### src/hw/sm83_pkg.sv
package sm83_pkg;

  localparam int DATA_W = 8;
  localparam int ADDR_W = 16;

  localparam logic [ADDR_W-1:0] RESET_PC = 16'h0000;
  localparam logic [DATA_W-1:0] OPC_NOP  = 8'h00;

  // Codes 0..7 match the r field of the opcode, code 6 is [HL] there
  typedef enum logic [3:0] {
    REG_B = 4'd0,
    REG_C = 4'd1,
    REG_D = 4'd2,
    REG_E = 4'd3,
    REG_H = 4'd4,
    REG_L = 4'd5,
    REG_A = 4'd7,
    REG_Z = 4'd8
  } reg_sel_t;

  // Same order as opcode bits 5:3
  typedef enum logic [2:0] {
    ALU_ADD,
    ALU_ADC,
    ALU_SUB,
    ALU_SBC,
    ALU_AND,
    ALU_XOR,
    ALU_OR,
    ALU_CP
  } alu_op_t;

  typedef enum logic [1:0] {
    BUS_IDLE,
    BUS_FETCH,
    BUS_READ,
    BUS_WRITE
  } bus_op_t;

  typedef enum logic {ADDR_PC, ADDR_HL} addr_sel_t;
  typedef enum logic {ALU_A_ACC, ALU_A_REG} alu_a_sel_t;
  typedef enum logic [1:0] {ALU_B_REG, ALU_B_ONE, ALU_B_ZERO} alu_b_sel_t;
  typedef enum logic {DOUT_REG, DOUT_ALU} dout_sel_t;

  // Upper nibble of F
  typedef struct packed {
    logic z;
    logic n;
    logic h;
    logic c;
  } flags_t;

endpackage
### src/hw/ctrl_if.sv
`timescale 1ns/10ps

interface ctrl_if;
  import sm83_pkg::*;

  bus_op_t    bus_op;
  addr_sel_t  addr_sel;
  logic       pc_inc;
  reg_sel_t   rf_rd_reg;
  logic       rf_we;
  reg_sel_t   rf_wr_reg;
  logic       rf_wr_from_bus;
  alu_op_t    alu_op;
  alu_a_sel_t alu_a_sel;
  alu_b_sel_t alu_b_sel;
  logic       flags_we;
  // Set bits hold the old flag value
  flags_t     flag_keep;
  dout_sel_t  dout_sel;

  modport seq (
    output bus_op, addr_sel, pc_inc, rf_rd_reg, rf_we, rf_wr_reg, rf_wr_from_bus,
    output alu_op, alu_a_sel, alu_b_sel, flags_we, flag_keep, dout_sel
  );

  modport exec (
    input bus_op, addr_sel, pc_inc, rf_rd_reg, rf_we, rf_wr_reg, rf_wr_from_bus,
    input alu_op, alu_a_sel, alu_b_sel, flags_we, flag_keep, dout_sel
  );

endinterface

### src/hw/sm83_core.sv
`timescale 1ns/10ps

module sm83_core (
  input  logic                         clk,
  input  logic                         rst,
  output logic [sm83_pkg::ADDR_W-1:0]  bus_addr,
  output logic                         bus_rd,
  output logic                         bus_wr,
  output logic [sm83_pkg::DATA_W-1:0]  bus_wdata,
  input  logic [sm83_pkg::DATA_W-1:0]  bus_rdata
);
  import sm83_pkg::*;

  logic [DATA_W-1:0] rd_data;
  logic [DATA_W-1:0] acc;
  logic [DATA_W-1:0] alu_result;
  logic [ADDR_W-1:0] hl;

  // Control word for the current M-cycle
  ctrl_if ctl ();

  mcycle_sequencer u_seq (
    .clk       (clk),
    .rst       (rst),
    .bus_rdata (bus_rdata),
    .ctl       (ctl.seq)
  );

  reg_file u_rf (
    .clk        (clk),
    .rst        (rst),
    .ctl        (ctl.exec),
    .bus_rdata  (bus_rdata),
    .alu_result (alu_result),
    .rd_data    (rd_data),
    .acc        (acc),
    .hl         (hl)
  );

  alu u_alu (
    .clk     (clk),
    .rst     (rst),
    .ctl     (ctl.exec),
    .acc     (acc),
    .rd_data (rd_data),
    .result  (alu_result)
  );

  bus_unit u_bus (
    .clk        (clk),
    .rst        (rst),
    .ctl        (ctl.exec),
    .hl         (hl),
    .rd_data    (rd_data),
    .alu_result (alu_result),
    .bus_addr   (bus_addr),
    .bus_rd     (bus_rd),
    .bus_wr     (bus_wr),
    .bus_wdata  (bus_wdata)
  );

endmodule

### src/hw/bus_unit.sv
`timescale 1ns/10ps

module bus_unit (
  input  logic                         clk,
  input  logic                         rst,
  ctrl_if.exec                         ctl,
  input  logic [sm83_pkg::ADDR_W-1:0]  hl,
  input  logic [sm83_pkg::DATA_W-1:0]  rd_data,
  input  logic [sm83_pkg::DATA_W-1:0]  alu_result,
  output logic [sm83_pkg::ADDR_W-1:0]  bus_addr,
  output logic                         bus_rd,
  output logic                         bus_wr,
  output logic [sm83_pkg::DATA_W-1:0]  bus_wdata
);
  import sm83_pkg::*;

  logic [ADDR_W-1:0] pc;
  logic [ADDR_W-1:0] pc_next;

  // PC increment unit
  assign pc_next = pc + ADDR_W'(1);

  // Advances on opcode fetches and immediate reads
  always_ff @(posedge clk) begin
    if (rst) begin
      pc <= RESET_PC;
    end else if (ctl.pc_inc) begin
      pc <= pc_next;
    end
  end

  assign bus_addr = (ctl.addr_sel == ADDR_HL) ? hl : pc;

  // Stores take a register, INC/DEC [HL] writes back the ALU result
  assign bus_wdata = (ctl.dout_sel == DOUT_ALU) ? alu_result : rd_data;

  assign bus_rd = (ctl.bus_op == BUS_FETCH) || (ctl.bus_op == BUS_READ);
  assign bus_wr = (ctl.bus_op == BUS_WRITE);

endmodule

### src/hw/alu.sv
`timescale 1ns/10ps

module alu (
  input  logic                         clk,
  input  logic                         rst,
  ctrl_if.exec                         ctl,
  input  logic [sm83_pkg::DATA_W-1:0]  acc,
  input  logic [sm83_pkg::DATA_W-1:0]  rd_data,
  output logic [sm83_pkg::DATA_W-1:0]  result
);
  import sm83_pkg::*;

  flags_t            flags;
  flags_t            flags_new;
  logic [DATA_W-1:0] op_a;
  logic [DATA_W-1:0] op_b;
  logic              carry_in;
  logic [DATA_W:0]   add_full;
  logic [DATA_W:0]   sub_full;
  logic [4:0]        add_half;
  logic [4:0]        sub_half;

  assign op_a = (ctl.alu_a_sel == ALU_A_ACC) ? acc : rd_data;

  always_comb begin
    case (ctl.alu_b_sel)
      ALU_B_REG: op_b = rd_data;
      ALU_B_ONE: op_b = DATA_W'(1);
      default:   op_b = '0;
    endcase
  end

  // Stored carry only enters ADC and SBC
  assign carry_in = (ctl.alu_op == ALU_ADC || ctl.alu_op == ALU_SBC) && flags.c;

  assign add_full = {1'b0, op_a} + {1'b0, op_b} + {{DATA_W{1'b0}}, carry_in};
  assign sub_full = {1'b0, op_a} - {1'b0, op_b} - {{DATA_W{1'b0}}, carry_in};
  assign add_half = {1'b0, op_a[3:0]} + {1'b0, op_b[3:0]} + {4'b0, carry_in};
  assign sub_half = {1'b0, op_a[3:0]} - {1'b0, op_b[3:0]} - {4'b0, carry_in};

  always_comb begin
    case (ctl.alu_op)
      ALU_ADD, ALU_ADC: begin
        result      = add_full[DATA_W-1:0];
        flags_new.n = 1'b0;
        flags_new.h = add_half[4];
        flags_new.c = add_full[DATA_W];
      end
      ALU_AND: begin
        result      = op_a & op_b;
        flags_new.n = 1'b0;
        flags_new.h = 1'b1;
        flags_new.c = 1'b0;
      end
      ALU_XOR, ALU_OR: begin
        result      = (ctl.alu_op == ALU_XOR) ? (op_a ^ op_b) : (op_a | op_b);
        flags_new.n = 1'b0;
        flags_new.h = 1'b0;
        flags_new.c = 1'b0;
      end
      // SUB, SBC and CP, borrow shows up as the top bit
      default: begin
        result      = sub_full[DATA_W-1:0];
        flags_new.n = 1'b1;
        flags_new.h = sub_half[4];
        flags_new.c = sub_full[DATA_W];
      end
    endcase
    flags_new.z = (result == '0);
  end

  // Masked update, kept bits hold their old value
  always_ff @(posedge clk) begin
    if (rst) begin
      flags <= '0;
    end else if (ctl.flags_we) begin
      flags <= flags_t'((flags & ctl.flag_keep) | (flags_new & ~ctl.flag_keep));
    end
  end

endmodule

### src/hw/reg_file.sv
`timescale 1ns/10ps

module reg_file (
  input  logic                         clk,
  input  logic                         rst,
  ctrl_if.exec                         ctl,
  input  logic [sm83_pkg::DATA_W-1:0]  bus_rdata,
  input  logic [sm83_pkg::DATA_W-1:0]  alu_result,
  output logic [sm83_pkg::DATA_W-1:0]  rd_data,
  output logic [sm83_pkg::DATA_W-1:0]  acc,
  output logic [sm83_pkg::ADDR_W-1:0]  hl
);
  import sm83_pkg::*;

  // Indexed by reg_sel_t with slot 6 left empty
  logic [DATA_W-1:0] regs [int'(REG_Z) + 1];
  logic [DATA_W-1:0] wr_data;

  // Loads take the bus byte and all other writes the ALU result
  assign wr_data = ctl.rf_wr_from_bus ? bus_rdata : alu_result;

  always_ff @(posedge clk) begin
    if (rst) begin
      for (int i = 0; i <= int'(REG_Z); i++) begin
        regs[i] <= '0;
      end
    end else if (ctl.rf_we) begin
      regs[ctl.rf_wr_reg] <= wr_data;
    end
  end

  // Single read port feeding the ALU and the write data mux
  assign rd_data = regs[ctl.rf_rd_reg];

  // Accumulator always visible to the ALU A operand
  assign acc = regs[REG_A];

  // Pointer for the [HL] forms
  assign hl = {regs[REG_H], regs[REG_L]};

endmodule

### src/hw/mcycle_sequencer.sv
`timescale 1ns/10ps

module mcycle_sequencer (
  input  logic                         clk,
  input  logic                         rst,
  input  logic [sm83_pkg::DATA_W-1:0]  bus_rdata,
  ctrl_if.seq                          ctl
);
  import sm83_pkg::*;

  logic [DATA_W-1:0] opcode;
  logic [1:0]        mcyc;
  logic [1:0]        grp;
  logic [2:0]        dst;
  logic [2:0]        src;
  bus_op_t           bus_op_dec;

  assign grp = opcode[7:6];
  assign dst = opcode[5:3];
  assign src = opcode[2:0];

  // No bus cycles while held in reset
  assign ctl.bus_op = rst ? BUS_IDLE : bus_op_dec;

  // Last cycle of every instruction is the fetch of the next opcode
  always_ff @(posedge clk) begin
    if (rst) begin
      opcode <= OPC_NOP;
      mcyc   <= 2'd0;
    end else if (bus_op_dec == BUS_FETCH) begin
      opcode <= bus_rdata;
      mcyc   <= 2'd0;
    end else begin
      mcyc <= mcyc + 2'd1;
    end
  end

  always_comb begin
    // Default cycle: fetch at PC, nothing written
    bus_op_dec         = BUS_FETCH;
    ctl.addr_sel       = ADDR_PC;
    ctl.pc_inc         = 1'b1;
    ctl.rf_rd_reg      = REG_A;
    ctl.rf_we          = 1'b0;
    ctl.rf_wr_reg      = REG_A;
    ctl.rf_wr_from_bus = 1'b0;
    ctl.alu_op         = ALU_ADD;
    ctl.alu_a_sel      = ALU_A_REG;
    ctl.alu_b_sel      = ALU_B_ZERO;
    ctl.flags_we       = 1'b0;
    ctl.flag_keep      = '0;
    ctl.dout_sel       = DOUT_REG;

    case (grp)
      2'b00: begin
        if (src == 3'b110) begin
          // LD r,n and LD [HL],n
          if (mcyc == 2'd0) begin
            bus_op_dec         = BUS_READ;
            ctl.rf_we          = 1'b1;
            ctl.rf_wr_reg      = REG_Z;
            ctl.rf_wr_from_bus = 1'b1;
          end else if (dst == 3'b110 && mcyc == 2'd1) begin
            bus_op_dec    = BUS_WRITE;
            ctl.addr_sel  = ADDR_HL;
            ctl.pc_inc    = 1'b0;
            ctl.rf_rd_reg = REG_Z;
          end else if (dst != 3'b110) begin
            // Z copied into r through the ALU, flags untouched
            ctl.rf_rd_reg = REG_Z;
            ctl.rf_we     = 1'b1;
            ctl.rf_wr_reg = reg_sel_t'({1'b0, dst});
          end
        end else if (src[2:1] == 2'b10) begin
          // INC/DEC, carry flag preserved
          ctl.alu_op      = src[0] ? ALU_SUB : ALU_ADD;
          ctl.alu_b_sel   = ALU_B_ONE;
          ctl.flag_keep.c = 1'b1;
          if (dst == 3'b110) begin
            if (mcyc == 2'd0) begin
              bus_op_dec         = BUS_READ;
              ctl.addr_sel       = ADDR_HL;
              ctl.pc_inc         = 1'b0;
              ctl.rf_we          = 1'b1;
              ctl.rf_wr_reg      = REG_Z;
              ctl.rf_wr_from_bus = 1'b1;
            end else if (mcyc == 2'd1) begin
              bus_op_dec    = BUS_WRITE;
              ctl.addr_sel  = ADDR_HL;
              ctl.pc_inc    = 1'b0;
              ctl.rf_rd_reg = REG_Z;
              ctl.dout_sel  = DOUT_ALU;
              ctl.flags_we  = 1'b1;
            end
          end else begin
            ctl.rf_rd_reg = reg_sel_t'({1'b0, dst});
            ctl.rf_we     = 1'b1;
            ctl.rf_wr_reg = reg_sel_t'({1'b0, dst});
            ctl.flags_we  = 1'b1;
          end
        end
      end

      2'b01: begin
        if (src == 3'b110 && dst != 3'b110) begin
          // LD r,[HL] via Z
          if (mcyc == 2'd0) begin
            bus_op_dec         = BUS_READ;
            ctl.addr_sel       = ADDR_HL;
            ctl.pc_inc         = 1'b0;
            ctl.rf_we          = 1'b1;
            ctl.rf_wr_reg      = REG_Z;
            ctl.rf_wr_from_bus = 1'b1;
          end else begin
            ctl.rf_rd_reg = REG_Z;
            ctl.rf_we     = 1'b1;
            ctl.rf_wr_reg = reg_sel_t'({1'b0, dst});
          end
        end else if (dst == 3'b110 && src != 3'b110) begin
          // LD [HL],r
          if (mcyc == 2'd0) begin
            bus_op_dec    = BUS_WRITE;
            ctl.addr_sel  = ADDR_HL;
            ctl.pc_inc    = 1'b0;
            ctl.rf_rd_reg = reg_sel_t'({1'b0, src});
          end
        end else if (dst != 3'b110) begin
          // LD r,r'
          ctl.rf_rd_reg = reg_sel_t'({1'b0, src});
          ctl.rf_we     = 1'b1;
          ctl.rf_wr_reg = reg_sel_t'({1'b0, dst});
        end
      end

      default: begin
        // ALU r / ALU [HL] in group 10, ALU n in group 11
        if (grp == 2'b10 || src == 3'b110) begin
          if (src == 3'b110 && mcyc == 2'd0) begin
            bus_op_dec         = BUS_READ;
            ctl.addr_sel       = (grp == 2'b10) ? ADDR_HL : ADDR_PC;
            ctl.pc_inc         = (grp == 2'b11);
            ctl.rf_we          = 1'b1;
            ctl.rf_wr_reg      = REG_Z;
            ctl.rf_wr_from_bus = 1'b1;
          end else begin
            ctl.rf_rd_reg = (src == 3'b110) ? REG_Z : reg_sel_t'({1'b0, src});
            ctl.alu_op    = alu_op_t'(dst);
            ctl.alu_a_sel = ALU_A_ACC;
            ctl.alu_b_sel = ALU_B_REG;
            // CP only sets flags
            ctl.rf_we     = (alu_op_t'(dst) != ALU_CP);
            ctl.rf_wr_reg = REG_A;
            ctl.flags_we  = 1'b1;
          end
        end
      end
    endcase
  end

endmodule

### config.mk
export PLATFORM = sky130hd
export DESIGN_NAME = sm83_core
export DESIGN_NICKNAME = d
export VERILOG_FILES = /design/src/hw/sm83_pkg.sv /design/src/hw/ctrl_if.sv /design/src/hw/sm83_core.sv /design/src/hw/bus_unit.sv /design/src/hw/alu.sv /design/src/hw/reg_file.sv /design/src/hw/mcycle_sequencer.sv
export SDC_FILE = /design/constraint.sdc
export NUM_CORES = 1
export LEC_CHECK = 0
export ABC_AREA = 0
export BUFFER_PORTS_ARGS = -buffer_cell sky130_fd_sc_hd__buf_2
export CORE_ASPECT_RATIO = 1.25
export CORE_MARGIN = 2
export CORE_UTILIZATION = 55
export DETAILED_ROUTE_END_ITERATION = 8
export PLACE_DENSITY = 0.76
export SYNTH_ARGS = -nofsm -noshare
export SYNTH_HDL_FRONTEND = slang
export SYNTH_SLANG_ARGS = --single-unit
### constraint.sdc
create_clock -name clk -period 15.7 [get_ports clk]
set_clock_uncertainty 0.1 [all_clocks]
set_input_delay 3.14 -clock clk [delete_from_list [all_inputs] [get_ports clk]]
set_output_delay 3.14 -clock clk [all_outputs]
set_load 0.02 [all_outputs]
* Word level (Yosys, flattened, before mapping)
Memory sizes are Yosys's and may differ from the RTL's.
Index checks and enable logic that the tools add are counted.
** Word-level totals
- Register bits :: 30
- Bits in writable memories :: 72
- Input port bits :: 10
- Output and inout port bits :: 26
- Word-level logic and storage cells :: 196
- Memories kept :: 1
** Operators by class
- Add/subtract/negate cells :: 10
- Equal/unequal tests :: 20
- Muxes and demuxes :: 133
- Bitwise logic cells :: 7
- Reductions and logical operators :: 18
** Memories
- u_rf.regs :: words 9, bits a word 8, rd ports 4, clocked after memory_dff 0, write ports 9, line reg_file.sv:16 : logic [DATA_W-1:0] regs [int'(REG_Z) + 1];
** Operators with widths (number)
- 2-to-1 mux 4 bit :: 25
- 2-to-1 mux 1 bit :: 62
- 2-to-1 mux 8 bit :: 5
- 2-to-1 mux 2 bit :: 19
- 2-to-1 mux 3 bit :: 8
- one-hot mux 8 bit (3 select lines) :: 1
- adder 16 x 1 -> 16 bit, second input constant :: 1
- 2-to-1 mux 16 bit :: 1
- one-hot mux 4 bit (2 select lines) :: 2
- one-hot mux 8 bit (2 select lines) :: 1
- equality test 3 bit, second input constant :: 5
- equality test 2 x 1 -> 1 bit, second input constant :: 5
- equality test 2 bit, second input constant :: 5
- one-hot mux 1 bit (2 select lines) :: 5
- adder 8 x 8 -> 9 bit :: 1
- adder 9 x 1 -> 9 bit :: 1
- inequality test 3 bit, second input constant :: 3
- one-hot mux 3 bit (3 select lines) :: 1
- subtractor 8 x 8 -> 9 bit :: 1
- subtractor 9 x 1 -> 9 bit :: 1
- bitwise AND 8 bit :: 1
- logical NOT 8 bit :: 1
- bitwise OR 8 bit :: 1
- one-hot mux 2 bit (2 select lines) :: 2
- other kinds (19) :: 30

* Longest topological paths before layout
Gate-level depths: netlist of the first run.
An unclocked memory read counts as a cell.
- Word-level depth :: 15
- Mapped depth :: 27
- Gate-level depth less buffers :: 25

* Hierarchy
From an unflattened synthesis of the first run, not the netlist that was laid out.
** Second synthesis, totals
- Cell total of the unflattened synthesis :: 788
- Area, all modules :: 9155.0 sq um
** By module, submodules not included
- reg_file :: times used 1, cells an instance 327, area an instance 5481.5 sq um, seq. area each 3843.7 sq um
- alu :: times used 1, cells an instance 206, area an instance 1562.7 sq um, seq. area each 20.0 sq um
- mcycle_sequencer :: times used 1, cells an instance 142, area an instance 1067.3 sq um, seq. area each 200.2 sq um
- bus_unit :: times used 1, cells an instance 113, area an instance 1043.5 sq um, seq. area each 320.3 sq um

* Least setup slack after synthesis of the first run
No wires, ideal clock.
- Path kind :: flip-flop to output port
- From :: register u_seq.mcyc[0]
- To :: output port bus_wdata[7] (netlist bit)
- Arrival :: 5.176 ns
- Data required time :: 12.460 ns
- Setup slack :: 7.284 ns
- Stages on the path, launching flop included :: 25
- Buffers on the path :: 4
- Cell sequence :: dfxtp_1 -> inv_1 -> ha_1 -> clkbuf_1 -> nand4bb_1 -> a21o_1 -> a211oi_1 -> buf_2 -> buf_2 -> clkbuf_1 -> nand2_1 -> nand2_1 -> a21oi_1 -> o21ai_0 -> mux2i_1 -> ha_1 -> ha_1 -> a21oi_1 -> o21bai_1 -> a21oi_1 -> or2_2 -> a21oi_1 -> a211oi_1 -> nor4b_4 -> mux2i_1
** Between the ends
- Cells in the longest elaborated chain, start to end :: 13
- Elaborated cells between the ends (all ways) :: 58
- Classes of those cells :: add/sub: 4; eq/ne: 7; mux: 34; bitwise: 3; reduce/logical: 9; memory: 1
** Ends and longest elaborated chain
- start: declaration :: line mcycle_sequencer.sv:12 : logic [1:0] mcyc;
- start signal: assignment :: line mcycle_sequencer.sv:34 : mcyc <= mcyc + 2'd1;
- equality test 2 x 1 -> 1 bit :: line mcycle_sequencer.sv:63, mcycle_sequencer.sv:87
- 2-to-1 mux 4 bit :: line mcycle_sequencer.sv:87 : end else if (mcyc == 2'd1) begin
- 2-to-1 mux 4 bit :: line mcycle_sequencer.sv:80 : if (mcyc == 2'd0) begin
- 2-to-1 mux 4 bit :: line mcycle_sequencer.sv:79 : if (dst == 3'b110) begin
- 2-to-1 mux 4 bit :: line mcycle_sequencer.sv:74 : end else if (src[2:1] == 2'b10) begin
- 2-to-1 mux 4 bit :: line mcycle_sequencer.sv:56 : if (src == 3'b110) begin
- one-hot mux 4 bit (2 select lines) :: line mcycle_sequencer.sv:54 : case (grp)
- memory read (9 x 8 bit)
- one-hot mux 8 bit (2 select lines) or 2-to-1 mux 8 bit (tied branches) :: line alu.sv:26, alu.sv:23
- subtractor 8 x 8 -> 9 bit, or another cell as far along :: line alu.sv:37 : assign sub_full = {1'b0, op_a} - {1'b0, op_b} - {{DATA_W{1'b0}}, carry_in};
- subtractor 9 x 1 -> 9 bit, or another cell as far along :: line alu.sv:37
- one-hot mux 8 bit (3 select lines) :: line alu.sv:42 : case (ctl.alu_op)
- 2-to-1 mux 8 bit * :: line bus_unit.sv:35 : assign bus_wdata = (ctl.dout_sel == DOUT_ALU) ? alu_result : rd_data;
- end: declaration :: line sm83_core.sv:9 : output logic [sm83_pkg::DATA_W-1:0] bus_wdata,
Mark *: on every way between the ends. The rest lies on a longest branch, timed or not.

* Final worst setup path of the first run
- From :: register u_seq.mcyc[0]
- To :: output port bus_wdata[6] (netlist bit)
The elaborated chain is that of the path after synthesis.

==> results of run 1 <==
-- cell type report --
| class | count | area, µm² | share of cell area |
|---|---|---|---|
| multi-input combinational | 687 | 4420 | 0.490 |
| inverter | 37 | 144 | 0.0159 |
| sequential | 123 | 3420 | 0.379 |
| tap | 178 | 223 | 0.0247 |
| clock buffer | 20 | 489 | 0.0542 |
| timing repair buffer | 42 | 228 | 0.0252 |
| clock inverter | 12 | 97.6 | 0.0108 |
-- state kept, by name (all words and copies together) (netlist names), named ones only --
signal,count
u_rf.regs,96
u_bus.pc,16
u_seq.opcode,8
u_seq.mcyc,2
-- worst min-delay path, stage by stage (launching register included) --
cell and delay, ns:
dfxtp_1 0.33, o21ai_0 0.07, a21oi_1 0.06
-- synthesized netlist by cell type (all sizes together) (4+ instances only) --
cell type,number,area [µm²]
mux2,29,327
nand2b,13,81.3
nand3b,4,30.0
a21oi,54,274
nor4,4,25.0
o2111ai,4,35.0
or2,6,37.5
a22oi,4,30.0
o21a,5,37.5
mux2i,37,370
o211ai,7,57.6
nand2,116,435
a21boi,5,37.5
clkbuf,35,133
dfxtp,27,541
nor3,10,50.1
and2,8,50.1
nor2b,8,50.1
inv,35,131
nand4,8,50.1
a21o,7,52.6
xor2,8,70.1
edfxtp,96,2880
nand3,19,95.1
o31ai,4,30.0
buf,13,67.6
a311oi,14,140
o21ai,42,221
a31oi,4,31.3
ha,34,425
xnor2,5,43.8
and3,19,119
nor2,110,413
a211oi,11,87.6
a32oi,4,35.0
or3,7,43.8
-- per-stage QoR --
step | instance area (µm²) | hold slack, ns | worst slack, ns | std cells
2_1_floorplan | 8160 | 0.363 | 7.28 | 895
3_3_place_gp | 8440 | 0.384 | 6.11 | 1067
3_5_place_dp | 8440 | 0.401 | 5.93 | 1067
4_1_cts | 9030 | 0.409 | 5.46 | 1099
5_1_grt | 9030 | 0.418 | 4.56 | 1099
6_report | 9030 | 0.408 | 5.30 | 1099
-- metal layers --
| layer | part of all wire | routed length [µm] | GRT usage |
|---|---|---|---|
| met1 | 0.39 | 8790 | 0.348 |
| met3 | 0.060 | 1350 | 0.0623 |
| met5 | 0 | 0 | 0 |
| met2 | 0.50 | 11100 | 0.481 |
| met4 | 0.049 | 1090 | 0.152 |
-- layout by cell type (no fill, tap or decap), types with 5 or more instances in the layout --
cell type,netlist,routed
nand2b_1,13,13
inv_1,35,35
buf_4,1,7
clkbuf_16,0,19
nand3_1,19,19
conb_1,1,32
or3_1,7,7
buf_2,6,35
clkinv_4,1,6
o211ai_1,6,6
mux2i_1,37,37
o21ai_0,40,40
a211oi_1,10,8
dfxtp_1,27,27
edfxtp_1,96,96
nor2_1,110,110
a21oi_1,53,52
or2_2,5,5
nand4_1,8,8
mux2_2,29,29
nand2_1,116,116
a21o_1,7,7
a311oi_1,13,13
o21a_1,5,5
nor3_1,10,10
and3_1,19,19
and2_1,8,8
xnor2_1,5,5
xor2_1,8,8
nor2b_1,8,8
ha_1,34,34
-- how the worst max path moves through the flow --
stage	from	slack, ns	to
after global routing	u_seq.opcode[1]$_SDFFE_PP0P_	4.56	bus_wdata[6]
after global placement	u_seq.opcode[1]$_SDFFE_PP0P_	6.11	bus_wdata[6]
final	u_seq.mcyc[0]$_SDFF_PP0_	5.30	bus_wdata[6]
after CTS	u_seq.opcode[1]$_SDFFE_PP0P_	5.46	bus_wdata[6]
after floorplan	u_seq.mcyc[0]$_SDFF_PP0_	7.28	bus_wdata[7]
after detailed placement	u_seq.opcode[1]$_SDFFE_PP0P_	5.93	bus_wdata[6]
-- power groups by stage --
stage	registers (mW)	clock network, mW	logic (mW)
CTS	0.410	0.381	0.312
detailed placement	0.417	0	0.309
finish	0.411	0.380	0.318
global route	0.413	0.394	0.347
global placement	0.415	0	0.306
floorplan	0.404	0	0.229
-- cell families after synthesis --
kind of cell	after synthesis	synth area share
compound gates	191	0.165
simple gates	349	0.207
other cells	1	0.000466
xor+xnor	13	0.0142
fa+ha+maj	36	0.0579
flops	123	0.426
buf+inv	85	0.0428
mux	66	0.0866
==> metrics.csv, run 1 <==
metric;value;unit
Synth Register Bits;123;
Switching Power;382;µW
hold path depth;2;
Seq pwr share;0.371;
root buffer cell;clkbuf_16;
Worst-Skew Late Latency;0.43;ns
ANT cells;0;
PortBufs;35;
post-synthesis sequential area ratio;0.426;
detailed-route via count;6820;
minimum clock period;10.40;ns
TritonCTS clock tree;yes;
Final Cycle Share;0.662;
WP depth;25;
H-tree lvl count;4;
Sw Share;0.344;
Hold EP;u_bus.pc[14]$_SDFFE_PP0P_;
Yosys warning count;0;
Die Span X;112;µm
GRT overflow;0;
relative max-transition margin;0.222;
gp weighted congestion;0.995;
PwrDens;123;mW/mm²
area grow syn2layout;12.2;%
Buf/Inv on CP;4;
full die area;0.0156;mm²
power consumption;1.11;mW
Max stage delay cell, worst path;o211ai_1;
reg2reg setup slack;7.89;ns
share of post-route cells with drive strength above 1;0.140;
unrepaired setup endpoints after global routing;false;
fin util;0.629;
TritonCTS buffer count;17;
fraction of registers with async set/reset;0;
Crit Path Class;flip-flop to output port;
worst slew pin tran;1.16;ns
Worst Setup Start Kind;flip-flop;
Initial Utilization;0.561;
f_max;0.0962;GHz
Final Setup Violations;0;
fill count;1168;
final WL;22300;µm
Distinct cells, synth;80;
DR WL/cell;20.3;µm
antenna violations before repair;0;
mapped cell area;0.00805;mm²
Max Transition Viols Final;0;
Post-synth EDFFs;96;
Worst R2R End;u_rf.regs[10][6]$_DFFE_PP_;
vias per std cell;6.21;
Max IR drop VDD;93.2;µV
combinational fraction of design power;0.287;
Worst Hold Class;flip-flop to flip-flop;
ys flop type;edfxtp_1;
largest net degree at the start of global routing;45;
GRT Total Usage;0.288;
Clock Path Buffers;2;
clk slew on worst S/H paths;0.06;ns
drt pass-1 iters;6;
CP max stage delay;0.95;ns
setup bufs post-CTS;0;
Detail Placement HPWL;16200;µm
origin of the critical flop-to-flop path;u_seq.mcyc[0]$_SDFF_PP0_;
Worst R2R Path Depth;24;
CP Max Fanout;19;
num ports;36;
DRC Markers;0;
Setup crit end kind;output port;
Final ANT Viol Nets;0;
setup TNS;0;ns
CTS resizes;0;
Placement Rows;49;
Final Net Count;954;
arrival time at the worst endpoint;7.16;ns
endpoints failing hold;0;
Die H;139;µm
# hold bufs at CTS;0;
Internal Power;727;µW
vias in the first global route;6575;
DRT iter0 DRCs;877;
Max Cap Viol;0;
delay-heaviest family, CP;compound AO/OA/AOI/OAI gates;
core footprint;0.0143;mm²
cell mode on critical path;o21ai_0;
Avg Cell Area, Syn;9.31;µm²
Mapped Cells;864;
status;complete, no violations;
CTS sink cnt;123;
Clk network pwr share;0.343;
hold path start;u_bus.pc[14]$_SDFFE_PP0P_;
CP required;12.46;ns
Leak;3.77;nW
global-route wire length before repair;35100;µm
Power figures use the tool's default switching activity.
==> run 2, diff against run 1 <==
clock period = 10.7 ns   (was 15.7 ns; I/O delays follow)
==> metrics.csv, run 2 (same netlist as run 1, synthesis figures left out) <==
metric;value;unit;change
crit path launch;u_seq.opcode[1]$_SDFFE_PP0P_;;
GRT overflow;0;;unchanged
commonest non-fill, non-tap cell in the layout;nand2_1;;
core footprint;0.0143;mm²;unchanged
drt pass-1 iters;6;;unchanged
Clock Path Buffers;2;;unchanged
PortBufs;35;;unchanged
setup TNS;0;ns;unchanged
CP Cell Sequence;nand3b_1 > nor4b_2 > a211o_1 > a2111oi_0 > nor4_1 > a32oi_1 > o21ai_0 > inv_1 > ha_1 > ha_1 > a311o_2 > clkinv_4 > fa_1 > nor2b_1 > o21ai_0 > a21boi_0 > o21a_1 > o21ai_0 > nand3_1 > a32oi_1 > nand2_1 > o21ai_0 > buf_2;;
setup bufs post-CTS;0;;unchanged
Worst Hold Class;flip-flop to flip-flop;;
largest registers;u_rf.regs (96), u_bus.pc (16), u_seq.opcode (8);;
Max stage delay cell, worst path;nor4b_2;;
Max Cap Viol;0;;unchanged
worst slew pin tran;1.05;ns;-0.114 ns
largest net degree at the start of global routing;45;;unchanged
root buffer cell;clkbuf_16;;
CP max stage delay;0.81;ns;-0.14 ns
clk slew on worst S/H paths;0.06;ns;about the same
area grow syn2layout;11.9;%;
antenna violations before repair;0;;unchanged
endpoints failing hold;0;;unchanged
gp weighted congestion;0.954;;-4.1%
Leak;3.76;nW;-0.17%
Max IR drop VDD;127;µV;+37%
arrival time at the worst endpoint;7.23;ns;+0.07 ns
max reg flops;96;;unchanged
final WL;22400;µm;+0.28%
Initial Utilization;0.561;;unchanged
detailed-route via count;6875;;+0.81%
hold path start;u_bus.pc[14]$_SDFFE_PP0P_;;
reg2reg setup slack;2.91;ns;-4.98 ns
unrepaired setup endpoints after global routing;false;;
Worst Setup Start Kind;flip-flop;;
Reg with most FFs;u_rf.regs;;
DRT iter0 DRCs;863;;-1.6%
# hold bufs at CTS;0;;unchanged
CTS sink cnt;123;;unchanged
TritonCTS buffer count;17;;unchanged
Worst R2R Path Depth;22;;-8.3%
TritonCTS clock tree;yes;;
Final Setup Violations;0;;unchanged
Die Span X;112;µm;unchanged
DR WL/cell;20.4;µm;+0.19%
Crit Path Class;flip-flop to output port;;
Max Transition Viols Final;0;;unchanged
Setup crit end kind;output port;;
fill count;1214;;+3.9%
power consumption;1.61;mW;+45%
global-route wire length before repair;35000;µm;-0.26%
origin of the critical flop-to-flop path;u_seq.opcode[1]$_SDFFE_PP0P_;;
Die H;139;µm;unchanged
Worst R2R End;u_rf.regs[10][6]$_DFFE_PP_;;
Final Net Count;955;;+0.10%
Placement Rows;49;;unchanged
Worst-Skew Late Latency;0.42;ns;about the same
CTS resizes;0;;unchanged
Final ANT Viol Nets;0;;unchanged
CP required;8.46;ns;-4.00 ns
num ports;36;;unchanged
CP Max Fanout;27;;+8
register area;0.00342;mm²;unchanged
vias in the first global route;6555;;-0.30%
minimum clock period;9.47;ns;
relative max-transition margin;0.281;;+0.0592
PwrDens;178;mW/mm²;+45%
cell mode on critical path;o21ai_0;;
H-tree lvl count;4;;unchanged
DRC Markers;0;;unchanged
full die area;0.0156;mm²;unchanged
Detail Placement HPWL;16200;µm;-0.29%
ANT cells;0;;unchanged
commonest non-fill, non-tap cells in the layout;116 x nand2_1, 110 x nor2_1, 96 x edfxtp_1;;
area of the multi-input gates;0.00442;mm²;unchanged
Buf/Inv on CP;3;;-1
Hold EP;u_bus.pc[14]$_SDFFE_PP0P_;;
status;complete, no violations;;
f_max;0.106;GHz;
share of post-route cells with drive strength above 1;0.141;;+0.000933
Final Cycle Share;0.885;;
GRT Total Usage;0.287;;-0.00117
hold path depth;2;;unchanged
delay-heaviest family, CP;compound AO/OA/AOI/OAI gates;;
vias per std cell;6.25;;+0.71%
==> run 2: cell count changes in the layout (fill, tap and decap cells not counted), sizes merged <==
cell / previous run / this run
clkbuf: 20 / 18
buf: 42 / 43
clkinv: 7 / 8
inv: 42 / 43
==> run 2: per-layer routing <==
layer  wire length (µm)  global-route usage  vias to the layer above
li1                   -                   -                     3191
met1               8940               0.359                     3315
met2              11200               0.489                      306
met3               1460              0.0497                       63
met4                773               0.123                        0
met5                  0                   0                        -
==> run 2: final cells by class <==
| type | instances | share of cell area |
|---|---|---|
| clock buffer | 18 | 0.0500 |
| sequential | 123 | 0.380 |
| tap | 178 | 0.0247 |
| clock inverter | 14 | 0.0119 |
| multi-input combinational | 687 | 0.491 |
| inverter | 37 | 0.0160 |
| timing repair buffer | 43 | 0.0261 |
==> run 2: worst max-delay path by stage <==
stage / end / slack (ns) / depth (start not counted)
2_1_floorplan: bus_wdata[7] / 3.28 / 24
3_3_place_gp: bus_wdata[6] / 2.07 / 23
3_5_place_dp: bus_wdata[6] / 1.86 / 23
4_1_cts: bus_wdata[6] / 1.39 / 23
5_1_grt: bus_wdata[6] / 0.70 / 25
6_report: bus_wdata[6] / 1.23 / 23
==> run 2: power breakdown <==
group          total [mW]  switching [mW]  internal (mW)  leakage (nW)
logic               0.463           0.305          0.158          2.28
clock network       0.540           0.226          0.314         0.282
registers           0.603          0.0287          0.574          1.20
total                1.61           0.559           1.05          3.76
==> run 2: through the flow <==
step	hold WS, ns	cell area, µm²	instances	setup slack [ns]	util
2_1_floorplan	0.363	8160	895	3.28	-
3_3_place_gp	0.384	8450	1068	2.07	0.589
3_5_place_dp	0.403	8450	1068	1.86	0.589
4_1_cts	0.413	9010	1100	1.39	0.628
5_1_grt	0.437	9010	1100	0.697	0.628
6_report	0.410	9010	1100	1.23	0.628
==> run 2: worst reg2reg max path: stages (launching register included) <==
cell and delay (ns):
dfxtp_1 0.53, nand3b_1 0.42, nor4b_2 0.81, a211o_1 0.79, a2111oi_0 0.16, nor4_1 0.43, a32oi_1 0.24, o21ai_0 0.39
inv_1 0.09, ha_1 0.33, ha_1 0.19, a311o_2 0.40, clkinv_4 0.11, fa_1 0.22, nor2b_1 0.06, o21ai_0 0.32
a21boi_0 0.15, o21a_1 0.20, or3_1 0.30, nand3_1 0.09, a32oi_1 0.15, mux2i_1 0.79, inv_1 0.21
